`config.mk`:
```
export PLATFORM = sky130hd
export DESIGN_NAME = dfe_adapt_ctrl
export DESIGN_NICKNAME = d
export VERILOG_FILES = /design/src/logic/dfe_adapt_pkg.sv /design/src/logic/channel_sweep_if.sv /design/src/logic/dfe_adapt_ctrl.sv /design/src/logic/adapt_sequencer.sv /design/src/logic/channel_indexer.sv /design/src/logic/ltssm_monitor.sv /design/src/logic/rate_debounce.sv /design/src/logic/sync_chain.sv
export SDC_FILE = /design/constraint.sdc
export NUM_CORES = 1
export LEC_CHECK = 0
export BUFFER_PORTS_ARGS = -buffer_cell sky130_fd_sc_hd__buf_2
export CORE_MARGIN = 2
export CORE_UTILIZATION = 30
export DETAILED_ROUTE_END_ITERATION = 16
export PLACE_DENSITY_LB_ADDON = 0.08
export SLEW_MARGIN = 0
export SYNTH_ARGS = -nofsm -noshare
export SYNTH_HDL_FRONTEND = slang
export SYNTH_HIERARCHICAL = 1
export SYNTH_SLANG_ARGS = --single-unit
```
`constraint.sdc`:
```
create_clock -name clock -period 3.1 [get_ports clock]
set_clock_uncertainty 0.2 [all_clocks]
set_input_delay 0.775 -clock clock [delete_from_list [all_inputs] [get_ports clock]]
set_output_delay 0.775 -clock clock [all_outputs]
set_load 0.03 [all_outputs]
```
`src/logic/dfe_adapt_pkg.sv`:
```
/* Link adaptation shared definitions
   Rate codes, LTSSM status payload, FSM encoding and settle timer type */
package dfe_adapt_pkg;

  ////////////////////
  // Rate request
  ////////////////////

  // Software rate code
  typedef logic [1:0] pcie_rate_t;

  // Gen3 code differs between soft IP and hard IP use
  localparam pcie_rate_t RATE_GEN3_STD = 2'd2;
  localparam pcie_rate_t RATE_GEN3_HIP = 2'd3;

  // Rate change filter length, also the detect skew window
  localparam int STABLE_CYCLES = 8;

  ////////////////////
  // LTSSM status
  ////////////////////

  typedef struct packed {
    logic rcvr_equalization;
    logic detect_active;
    logic detect_quiet;
  } ltssm_status_t;

  ////////////////////
  // Adaptation FSM
  ////////////////////

  typedef enum logic [2:0] {
    idle,
    execute_rate_sw,
    restore_modeb,
    timeout_ctle,
    execute_ctle,
    timeout_dfe,
    execute_dfe
  } adapt_state_t;

  // Settle counter, covers 1.2M cycles
  typedef logic [20:0] timer_t;

endpackage
```
`src/logic/channel_sweep_if.sv`:
```
/* Lane sweep link between the adaptation FSM and the lane indexer */
interface channel_sweep_if #(
  parameter int channel_bits = 3
);

  // FSM is in one of the execute states
  logic                    sweep_active;
  // Sequencer finished the current lane
  logic                    channel_done;
  // Last lane finished
  logic                    sweep_done;
  // Lane the sequencer works on
  logic [channel_bits-1:0] channel;

  modport controller (
    input  sweep_done,
    output sweep_active
  );

  modport indexer (
    input  sweep_active,
    output channel_done,
    output sweep_done,
    output channel
  );

endinterface

```
`src/logic/dfe_adapt_ctrl.sv`:
```
/* PCIe receiver link adaptation controller
   Drives the external reconfiguration sequencer lane by lane */
module dfe_adapt_ctrl #(
  parameter int num_channels     = 8,
  parameter int channel_bits     = 3,
  parameter int hip_mode         = 0,
  parameter int ctle_wait_cycles = 1200000,
  parameter int dfe_wait_cycles  = 1000000
) (
  input  logic                      clock,
  input  logic                      reset_sync,
  input  logic                      ltssm_detect_quiet,
  input  logic                      ltssm_detect_active,
  input  logic                      ltssm_rcvr_equalization,
  input  dfe_adapt_pkg::pcie_rate_t pcie_rate_sw,
  input  logic                      sequencer_running,
  output logic                      rcfg_lock,
  output logic                      cmd_go,
  output logic                      cmd_gen12,
  output logic                      cmd_gen3,
  output logic                      cmd_restore_modeb,
  output logic                      cmd_phase2_ctle,
  output logic                      cmd_phase2_dfe,
  output logic [channel_bits-1:0]   channel
);
  import dfe_adapt_pkg::*;

  pcie_rate_t    pcie_rate;
  ltssm_status_t ltssm;
  ltssm_status_t ltssm_sync;
  logic          skew_timeout;

  channel_sweep_if #(.channel_bits(channel_bits)) sweep ();

  // Bundle the raw LTSSM levels
  assign ltssm.rcvr_equalization = ltssm_rcvr_equalization;
  assign ltssm.detect_active     = ltssm_detect_active;
  assign ltssm.detect_quiet      = ltssm_detect_quiet;
  assign channel                 = sweep.channel;

  rate_debounce u_rate_debounce (
    .clock        (clock),
    .reset_sync   (reset_sync),
    .pcie_rate_sw (pcie_rate_sw),
    .pcie_rate    (pcie_rate)
  );

  ltssm_monitor u_ltssm_monitor (
    .clock        (clock),
    .reset_sync   (reset_sync),
    .ltssm        (ltssm),
    .ltssm_sync   (ltssm_sync),
    .skew_timeout (skew_timeout)
  );

  adapt_sequencer #(
    .hip_mode         (hip_mode),
    .ctle_wait_cycles (ctle_wait_cycles),
    .dfe_wait_cycles  (dfe_wait_cycles)
  ) u_adapt_sequencer (
    .clock             (clock),
    .reset_sync        (reset_sync),
    .pcie_rate         (pcie_rate),
    .ltssm_sync        (ltssm_sync),
    .skew_timeout      (skew_timeout),
    .sweep             (sweep.controller),
    .rcfg_lock         (rcfg_lock),
    .cmd_go            (cmd_go),
    .cmd_gen12         (cmd_gen12),
    .cmd_gen3          (cmd_gen3),
    .cmd_restore_modeb (cmd_restore_modeb),
    .cmd_phase2_ctle   (cmd_phase2_ctle),
    .cmd_phase2_dfe    (cmd_phase2_dfe)
  );

  channel_indexer #(
    .num_channels (num_channels),
    .channel_bits (channel_bits)
  ) u_channel_indexer (
    .clock             (clock),
    .reset_sync        (reset_sync),
    .sequencer_running (sequencer_running),
    .sweep             (sweep.indexer)
  );

endmodule

```
`src/logic/adapt_sequencer.sv`:
```
/* Adaptation FSM
   Chooses the reconfiguration operation, times the settle waits, drives strobes */
module adapt_sequencer #(
  parameter int hip_mode         = 0,
  parameter int ctle_wait_cycles = 1200000,
  parameter int dfe_wait_cycles  = 1000000
) (
  input  logic                         clock,
  input  logic                         reset_sync,
  input  dfe_adapt_pkg::pcie_rate_t    pcie_rate,
  input  dfe_adapt_pkg::ltssm_status_t ltssm_sync,
  input  logic                         skew_timeout,
  channel_sweep_if.controller          sweep,
  output logic                         rcfg_lock,
  output logic                         cmd_go,
  output logic                         cmd_gen12,
  output logic                         cmd_gen3,
  output logic                         cmd_restore_modeb,
  output logic                         cmd_phase2_ctle,
  output logic                         cmd_phase2_dfe
);
  import dfe_adapt_pkg::*;

  localparam timer_t     ctle_limit = timer_t'(ctle_wait_cycles);
  localparam timer_t     dfe_limit  = timer_t'(dfe_wait_cycles);
  localparam pcie_rate_t gen3_code  = (hip_mode != 0) ? RATE_GEN3_HIP : RATE_GEN3_STD;

  adapt_state_t state;
  pcie_rate_t   current_rate;
  timer_t       timer;
  logic         modeb_pending;
  logic         phase2_pending;
  logic         rate_change;
  logic         restore_request;
  logic         executing;

  assign rate_change = (current_rate != pcie_rate);

  // Mode B restore is due on detect quiet or on a fresh phase 2 request
  assign restore_request = (ltssm_sync.detect_quiet && modeb_pending) ||
                           (ltssm_sync.rcvr_equalization && phase2_pending);

  ////////////////////
  // State machine
  ////////////////////

  always_ff @(posedge clock or posedge reset_sync) begin
    if (reset_sync) begin
      state          <= idle;
      current_rate   <= '0;
      timer          <= '0;
      modeb_pending  <= 1'b1;
      phase2_pending <= 1'b0;
    end else begin
      case (state)
        idle: begin
          current_rate <= pcie_rate;
          timer        <= '0;
          // Re-arm once detect has been left long enough
          if (skew_timeout) begin
            modeb_pending <= 1'b1;
          end
          // Equalization dropped, so phase 2 may run again
          if (!ltssm_sync.rcvr_equalization) begin
            phase2_pending <= 1'b1;
          end
          // Rate switch has priority over a restore
          if (rate_change) begin
            state <= execute_rate_sw;
          end else if (restore_request) begin
            state <= restore_modeb;
          end
        end

        execute_rate_sw: begin
          if (sweep.sweep_done) begin
            state <= idle;
          end
        end

        restore_modeb: begin
          modeb_pending <= 1'b0;
          // Phase 2 follows only while equalization is still requested
          if (sweep.sweep_done) begin
            state <= ltssm_sync.rcvr_equalization ? timeout_ctle : idle;
          end
        end

        timeout_ctle: begin
          // Wait lasts ctle_limit + 1 cycles
          if (timer == ctle_limit) begin
            timer <= '0;
            state <= execute_ctle;
          end else begin
            timer <= timer + 1'b1;
          end
        end

        execute_ctle: begin
          if (sweep.sweep_done) begin
            state <= timeout_dfe;
          end
        end

        timeout_dfe: begin
          if (timer == dfe_limit) begin
            timer <= '0;
            state <= execute_dfe;
          end else begin
            timer <= timer + 1'b1;
          end
        end

        execute_dfe: begin
          // Phase 2 done for this equalization request
          phase2_pending <= 1'b0;
          if (sweep.sweep_done) begin
            state <= idle;
          end
        end

        default: begin
          state <= idle;
        end
      endcase
    end
  end

  ////////////////////
  // Command strobes
  ////////////////////

  // Sequencer runs in every execute state
  assign executing = (state inside {execute_rate_sw, restore_modeb, execute_ctle, execute_dfe});

  assign sweep.sweep_active = executing;
  assign cmd_go             = executing;
  assign rcfg_lock          = (state != idle);

  // Gen3 decode depends on soft or hard IP code
  assign cmd_gen3          = (state == execute_rate_sw) && (current_rate == gen3_code);
  assign cmd_gen12         = (state == execute_rate_sw) && (current_rate != gen3_code);
  assign cmd_restore_modeb = (state == restore_modeb);
  assign cmd_phase2_ctle   = (state == execute_ctle);
  assign cmd_phase2_dfe    = (state == execute_dfe);

  // Sequencer must never see two operations at once
  assert property (@(posedge clock) disable iff (reset_sync)
    $onehot0({cmd_gen12, cmd_gen3, cmd_restore_modeb, cmd_phase2_ctle, cmd_phase2_dfe}));

  // Transceiver stays locked from the user while a job is requested
  assert property (@(posedge clock) disable iff (reset_sync)
    cmd_go |-> rcfg_lock);

endmodule

```
`src/logic/channel_indexer.sv`:
```
/* Lane indexer
   Steps the lane on each sequencer completion and flags the sweep end */
module channel_indexer #(
  parameter int num_channels = 8,
  parameter int channel_bits = 3
) (
  input  logic               clock,
  input  logic               reset_sync,
  input  logic               sequencer_running,
  channel_sweep_if.indexer   sweep
);

  localparam logic [channel_bits-1:0] last_channel = channel_bits'(num_channels - 1);

  logic                    running_q;
  logic [channel_bits-1:0] channel_q;

  // Falling edge of the running flag, only inside a sweep
  assign sweep.channel_done = running_q & ~sequencer_running & sweep.sweep_active;
  assign sweep.sweep_done   = sweep.channel_done && (channel_q == last_channel);
  assign sweep.channel      = channel_q;

  always_ff @(posedge clock or posedge reset_sync) begin
    if (reset_sync) begin
      running_q <= 1'b0;
      channel_q <= '0;
    end else begin
      running_q <= sequencer_running;
      if (!sweep.sweep_active) begin
        // Every sweep starts at lane 0
        channel_q <= '0;
      end else if (sweep.channel_done && (channel_q != last_channel)) begin
        channel_q <= channel_q + 1'b1;
      end
    end
  end

  // Lane index never addresses a missing lane
  assert property (@(posedge clock) disable iff (reset_sync)
    channel_q < num_channels);

endmodule

```
`src/logic/ltssm_monitor.sv`:
```
/* LTSSM status monitor
   Synchronizes the status levels and times how long detect has been left */
module ltssm_monitor (
  input  logic                         clock,
  input  logic                         reset_sync,
  input  dfe_adapt_pkg::ltssm_status_t ltssm,
  output dfe_adapt_pkg::ltssm_status_t ltssm_sync,
  output logic                         skew_timeout
);
  import dfe_adapt_pkg::*;

  localparam int cnt_bits = $clog2(STABLE_CYCLES);

  logic [cnt_bits-1:0] skew_cnt;
  logic                in_detect;

  ////////////////////
  // Three-flop sync
  ////////////////////

  sync_chain #(
    .data_t (ltssm_status_t),
    .depth  (3)
  ) u_ltssm_sync (
    .clock      (clock),
    .reset_sync (reset_sync),
    .d          (ltssm),
    .q          (ltssm_sync)
  );

  ////////////////////
  // Skew counter
  ////////////////////

  // Either detect substate holds the counter at zero
  assign in_detect    = ltssm_sync.detect_quiet | ltssm_sync.detect_active;
  assign skew_timeout = (skew_cnt == cnt_bits'(STABLE_CYCLES - 1));

  always_ff @(posedge clock or posedge reset_sync) begin
    if (reset_sync) begin
      skew_cnt <= '0;
    end else if (in_detect) begin
      skew_cnt <= '0;
    end else if (!skew_timeout) begin
      // Saturates once the window has elapsed
      skew_cnt <= skew_cnt + 1'b1;
    end
  end

endmodule

```
`src/logic/rate_debounce.sv`:
```
/* Rate request filter
   Synchronizes the software rate and accepts a new value once it is stable */
module rate_debounce (
  input  logic                      clock,
  input  logic                      reset_sync,
  input  dfe_adapt_pkg::pcie_rate_t pcie_rate_sw,
  output dfe_adapt_pkg::pcie_rate_t pcie_rate
);
  import dfe_adapt_pkg::*;

  localparam int cnt_bits = $clog2(STABLE_CYCLES);

  pcie_rate_t          rate_sync;
  logic [cnt_bits-1:0] stable_cnt;
  logic                rate_differs;

  ////////////////////
  // Two-flop sync
  ////////////////////

  sync_chain #(
    .data_t (pcie_rate_t),
    .depth  (2)
  ) u_rate_sync (
    .clock      (clock),
    .reset_sync (reset_sync),
    .d          (pcie_rate_sw),
    .q          (rate_sync)
  );

  ////////////////////
  // Change filter
  ////////////////////

  assign rate_differs = (rate_sync != pcie_rate);

  always_ff @(posedge clock or posedge reset_sync) begin
    if (reset_sync) begin
      stable_cnt <= '0;
      pcie_rate  <= '0;
    end else if (rate_differs) begin
      // Count while the request disagrees, accept on the last count
      if (stable_cnt != cnt_bits'(STABLE_CYCLES - 1)) begin
        stable_cnt <= stable_cnt + 1'b1;
      end else begin
        pcie_rate <= rate_sync;
      end
    end else begin
      // Any agreement restarts the window
      stable_cnt <= '0;
    end
  end

endmodule

```
`src/logic/sync_chain.sv`:
```
/* Multi-flop synchronizer for any packed payload */
module sync_chain #(
  parameter type data_t = logic,
  parameter int  depth  = 2
) (
  input  logic  clock,
  input  logic  reset_sync,
  input  data_t d,
  output data_t q
);

  // Stage 0 samples the asynchronous input
  data_t stages [depth];

  always_ff @(posedge clock or posedge reset_sync) begin
    if (reset_sync) begin
      for (int i = 0; i < depth; i++) begin
        stages[i] <= '0;
      end
    end else begin
      stages[0] <= d;
      // Shift toward the output
      for (int i = 1; i < depth; i++) begin
        stages[i] <= stages[i-1];
      end
    end
  end

  assign q = stages[depth-1];

endmodule

```
==> impl_metrics.toml <==
[hold_path]
hold_class = "register to register"

[drt]
num_vias = 2097
drc = 0
drt_first_pass_iters = 4
drt_iter0_drc = 95
wl_um = 6072
drt-wirelength-per-cell_um = 14.85
antenna_left = 0
vias_per_cell = 5.127

[timing]
fmax_mhz = 355.4
min_period_ps = 2814
worstMarginPinSlew_ps = 607.5
period_share_pct = 90.78
rsz0062_at_grt = "false"
fin_tns_setup_ps = 0
setup_viol = 0
slew_violations = 0
slew_headroom_pct = 59.35
finalHoldViolCount = 0

[grt]
grt_pass1_vias = 2118
grt_antenna_before_repair = 0
grt_pass1_wl_um = 10800
grt_max_degree = 20
grt-ovfl-total = 0
grt_use_total_pct = 13.62

[synthesis]
synthFlopType = "dfrtp_1"
ys_types = 50
yosys-top-cells-count = "dfrtp_1 (52), nand2_1 (35), inv_1 (18)"
synth_top_area_share_pct = 47.17
synthCells = 281
syn_area_sq_um = 2759
ys_warn_count = 6
async_flop_share_pct = 100.0
postSynthAreaPerCell_sq_um = 9.818
seq_area_frac_synth_pct = 48.12
ys_seq_elements = 53
yosysMostFrequentCell = "dfrtp_1"
synth_edf_count = 0
yosysTopAreaCell = "dfrtp_1"
yosys-top-cells-area = "dfrtp_1 (47%), nand2_1 (4.8%), ha_1 (3.6%)"
synth_nets = 297

[clocking]
clock_sinks = 53
clockBufferDepth = 2
htree_levels = 2
cts_tree = "done"
post_cts_buffers = 0
cts_buffers = 5
clock_latency_ps = 310
clk_pin_slew_ps = 100
cts-root-buf = "clkbuf_8"

[worst_setup_path]
reg2reg_slack_ps = 290
cpPeakStageDelay_ps = 550
critPathMaxFanout = 13
r2r_end = "u_adapt_sequencer/timer[13]"
arrival_ps = 2810
critPathKind = "register to register"
worstPathRequired_ps = 3090
cp_num_cells = 6
critPathBufInv = 1
worst_setup_path_end_kind = "register"
crit_path_start = "u_adapt_sequencer/timer[7]"
cp-start-kind = "register"
crit_path_cell_trace = "or4b_1, or4_4, a221o_1, buf_4, a41oi_1, a31oi_1"
r2r-start = "u_adapt_sequencer/timer[7]"
slowest_stage = "or4_4"
reg2regPathDepth = 6
cp-endpoint = "u_adapt_sequencer/timer[13]"
cp_top_family = "simple AND/OR/NAND/NOR gates"

[placed_design]
post-dp-hpwl_um = 4401
io_buffer_count = 17
placed_cells = 401
gp_congestion = 0.7538

[run]
max_cap_violations = 0

[floorplan]
rows = 34
start_util_pct = 31.33
core_sq_um = 8806
die_x_um = 99.90
die-area_sq_um = 9979
io_pins = 18
die_height_um = 99.90

[run_status]
status = "completed"

[layout]
nFillCells = 903
drive_above_1_share_pct = 16.61
final_net_count = 316
final_util_pct = 34.83
n_antenna_cell = 0
area.growth.synth_to_final_pct = 11.16
finalNonFillerCells = 409

[power_and_ir_drop]
p_leak_nw = 1.393
cellPowerDensity_nw_per_um2 = 849.5
power_mw = 2.605
vdd_drop_max_mv = 0.3628
## cell type report
cell class                      count  area (sq um)  area share, %
Multi-Input combinational cell    194          1271          41.45
Sequential cell                    53          1328          43.29
Inverter                           18         67.56          2.203
Tap cell                          108         135.1          4.406
Clock buffer                        5         68.82          2.244
Clock inverter                      3         28.78         0.9384
Timing Repair Buffer               28         167.7          5.467
## repair_timing
item	4_1_cts	5_1_grt
setup endpoints to repair	0	1
resized for setup	0	1
hold buffers	0	0
## how the worst min path moves through the flow
stage          slack [ps]                              startpoint  cells after the start                                 to
2_1_floorplan         130  u_ltssm_monitor/u_ltssm_sync/stages[3]                      0  u_ltssm_monitor/u_ltssm_sync/q[0]
3_3_place_gp          130  u_ltssm_monitor/u_ltssm_sync/stages[3]                      0  u_ltssm_monitor/u_ltssm_sync/q[0]
3_5_place_dp          130  u_ltssm_monitor/u_ltssm_sync/stages[4]                      0  u_ltssm_monitor/u_ltssm_sync/q[1]
4_1_cts               160   u_rate_debounce/u_rate_sync/stages[2]                      0   u_rate_debounce/u_rate_sync/q[0]
5_1_grt               170                              reset_sync                      2        u_ltssm_monitor/skew_cnt[0]
6_report              160   u_rate_debounce/u_rate_sync/stages[2]                      0   u_rate_debounce/u_rate_sync/q[0]
## placed cells by master (no fill, tap or decap), types with 2 or more instances in the layout
cell       n
o31ai_1    2
nand2b_1   3
a31oi_1   11
mux2i_1    7
a21oi_1   13
o21ai_1    2
and3_1     5
and4_1     2
o21ai_0   16
a22o_1     4
or3b_2     2
nand2_1   35
xnor2_1    4
nor2_1    12
xor2_1     5
mux2_4     2
nand3_1    8
dfrtp_1   52
a221o_1    2
clkbuf_8   5
ha_1       8
nor2b_1    3
and2_1     5
buf_4     11
or3_1      3
or4_1      4
inv_1     18
o211ai_1   3
nor3_1     6
buf_2     17
nor4b_1    2
o22ai_1    3
nand4_1    6
## per-layer routing
metal	global-route usage (%)	vias to the layer above	wire length, um	share of wire [%]
li1	-	1038	-	-
met1	19.96	1021	3111	51
met2	20.63	34	2671	44
met3	2.228	4	220	3.6
met4	4.215	0	70	1.2
met5	0	-	0	0
## cells by family (layout without fill, tap and decap cells)
| group | Yosys count | count (layout) | synth area share (%) |
|---|---|---|---|
| adders and majority gates | 8 | 8 | 3.628 |
| muxes | 9 | 9 | 3.628 |
| xor gates and xnor gates | 10 | 10 | 3.174 |
| DFF | 53 | 53 | 48.12 |
| AOI/OAI and AO/OA | 64 | 64 | 15.10 |
| and+or+nand+nor | 103 | 103 | 20.27 |
| buffers and inverters | 34 | 54 | 6.077 |
## metrics by stage
step           setup slack [ps]  hold WS [ps]  instance area [sq um]
3_3_place_gp              369.1         132.6                   2962
5_1_grt                   124.2         171.7                   3067
3_5_place_dp              338.5         134.7                   2962
4_1_cts                   171.7         161.4                   3059
2_1_floorplan             359.1         131.2                   2759
6_report                  285.9         157.5                   3067
## power breakdown
| part | switching (mW) | internal, mW |
|---|---|---|
| Clock | 0.257 | 0.170 |
| Sequential | 0.133 | 0.802 |
| Combinational | 0.771 | 0.472 |
| Total | 1.16 | 1.44 |
## flip-flops by register name (all words and copies together) (netlist names), 3 cells and up
name and cells:
u_ltssm_monitor/skew_cnt 3, u_adapt_sequencer/state 3, u_ltssm_monitor/u_ltssm_sync/stages 6, u_rate_debounce/stable_cnt 3, u_adapt_sequencer/timer 21, u_channel_indexer/sweep.channel 3
u_ltssm_monitor/u_ltssm_sync/q 3
Power figures use the tool's default switching activity.
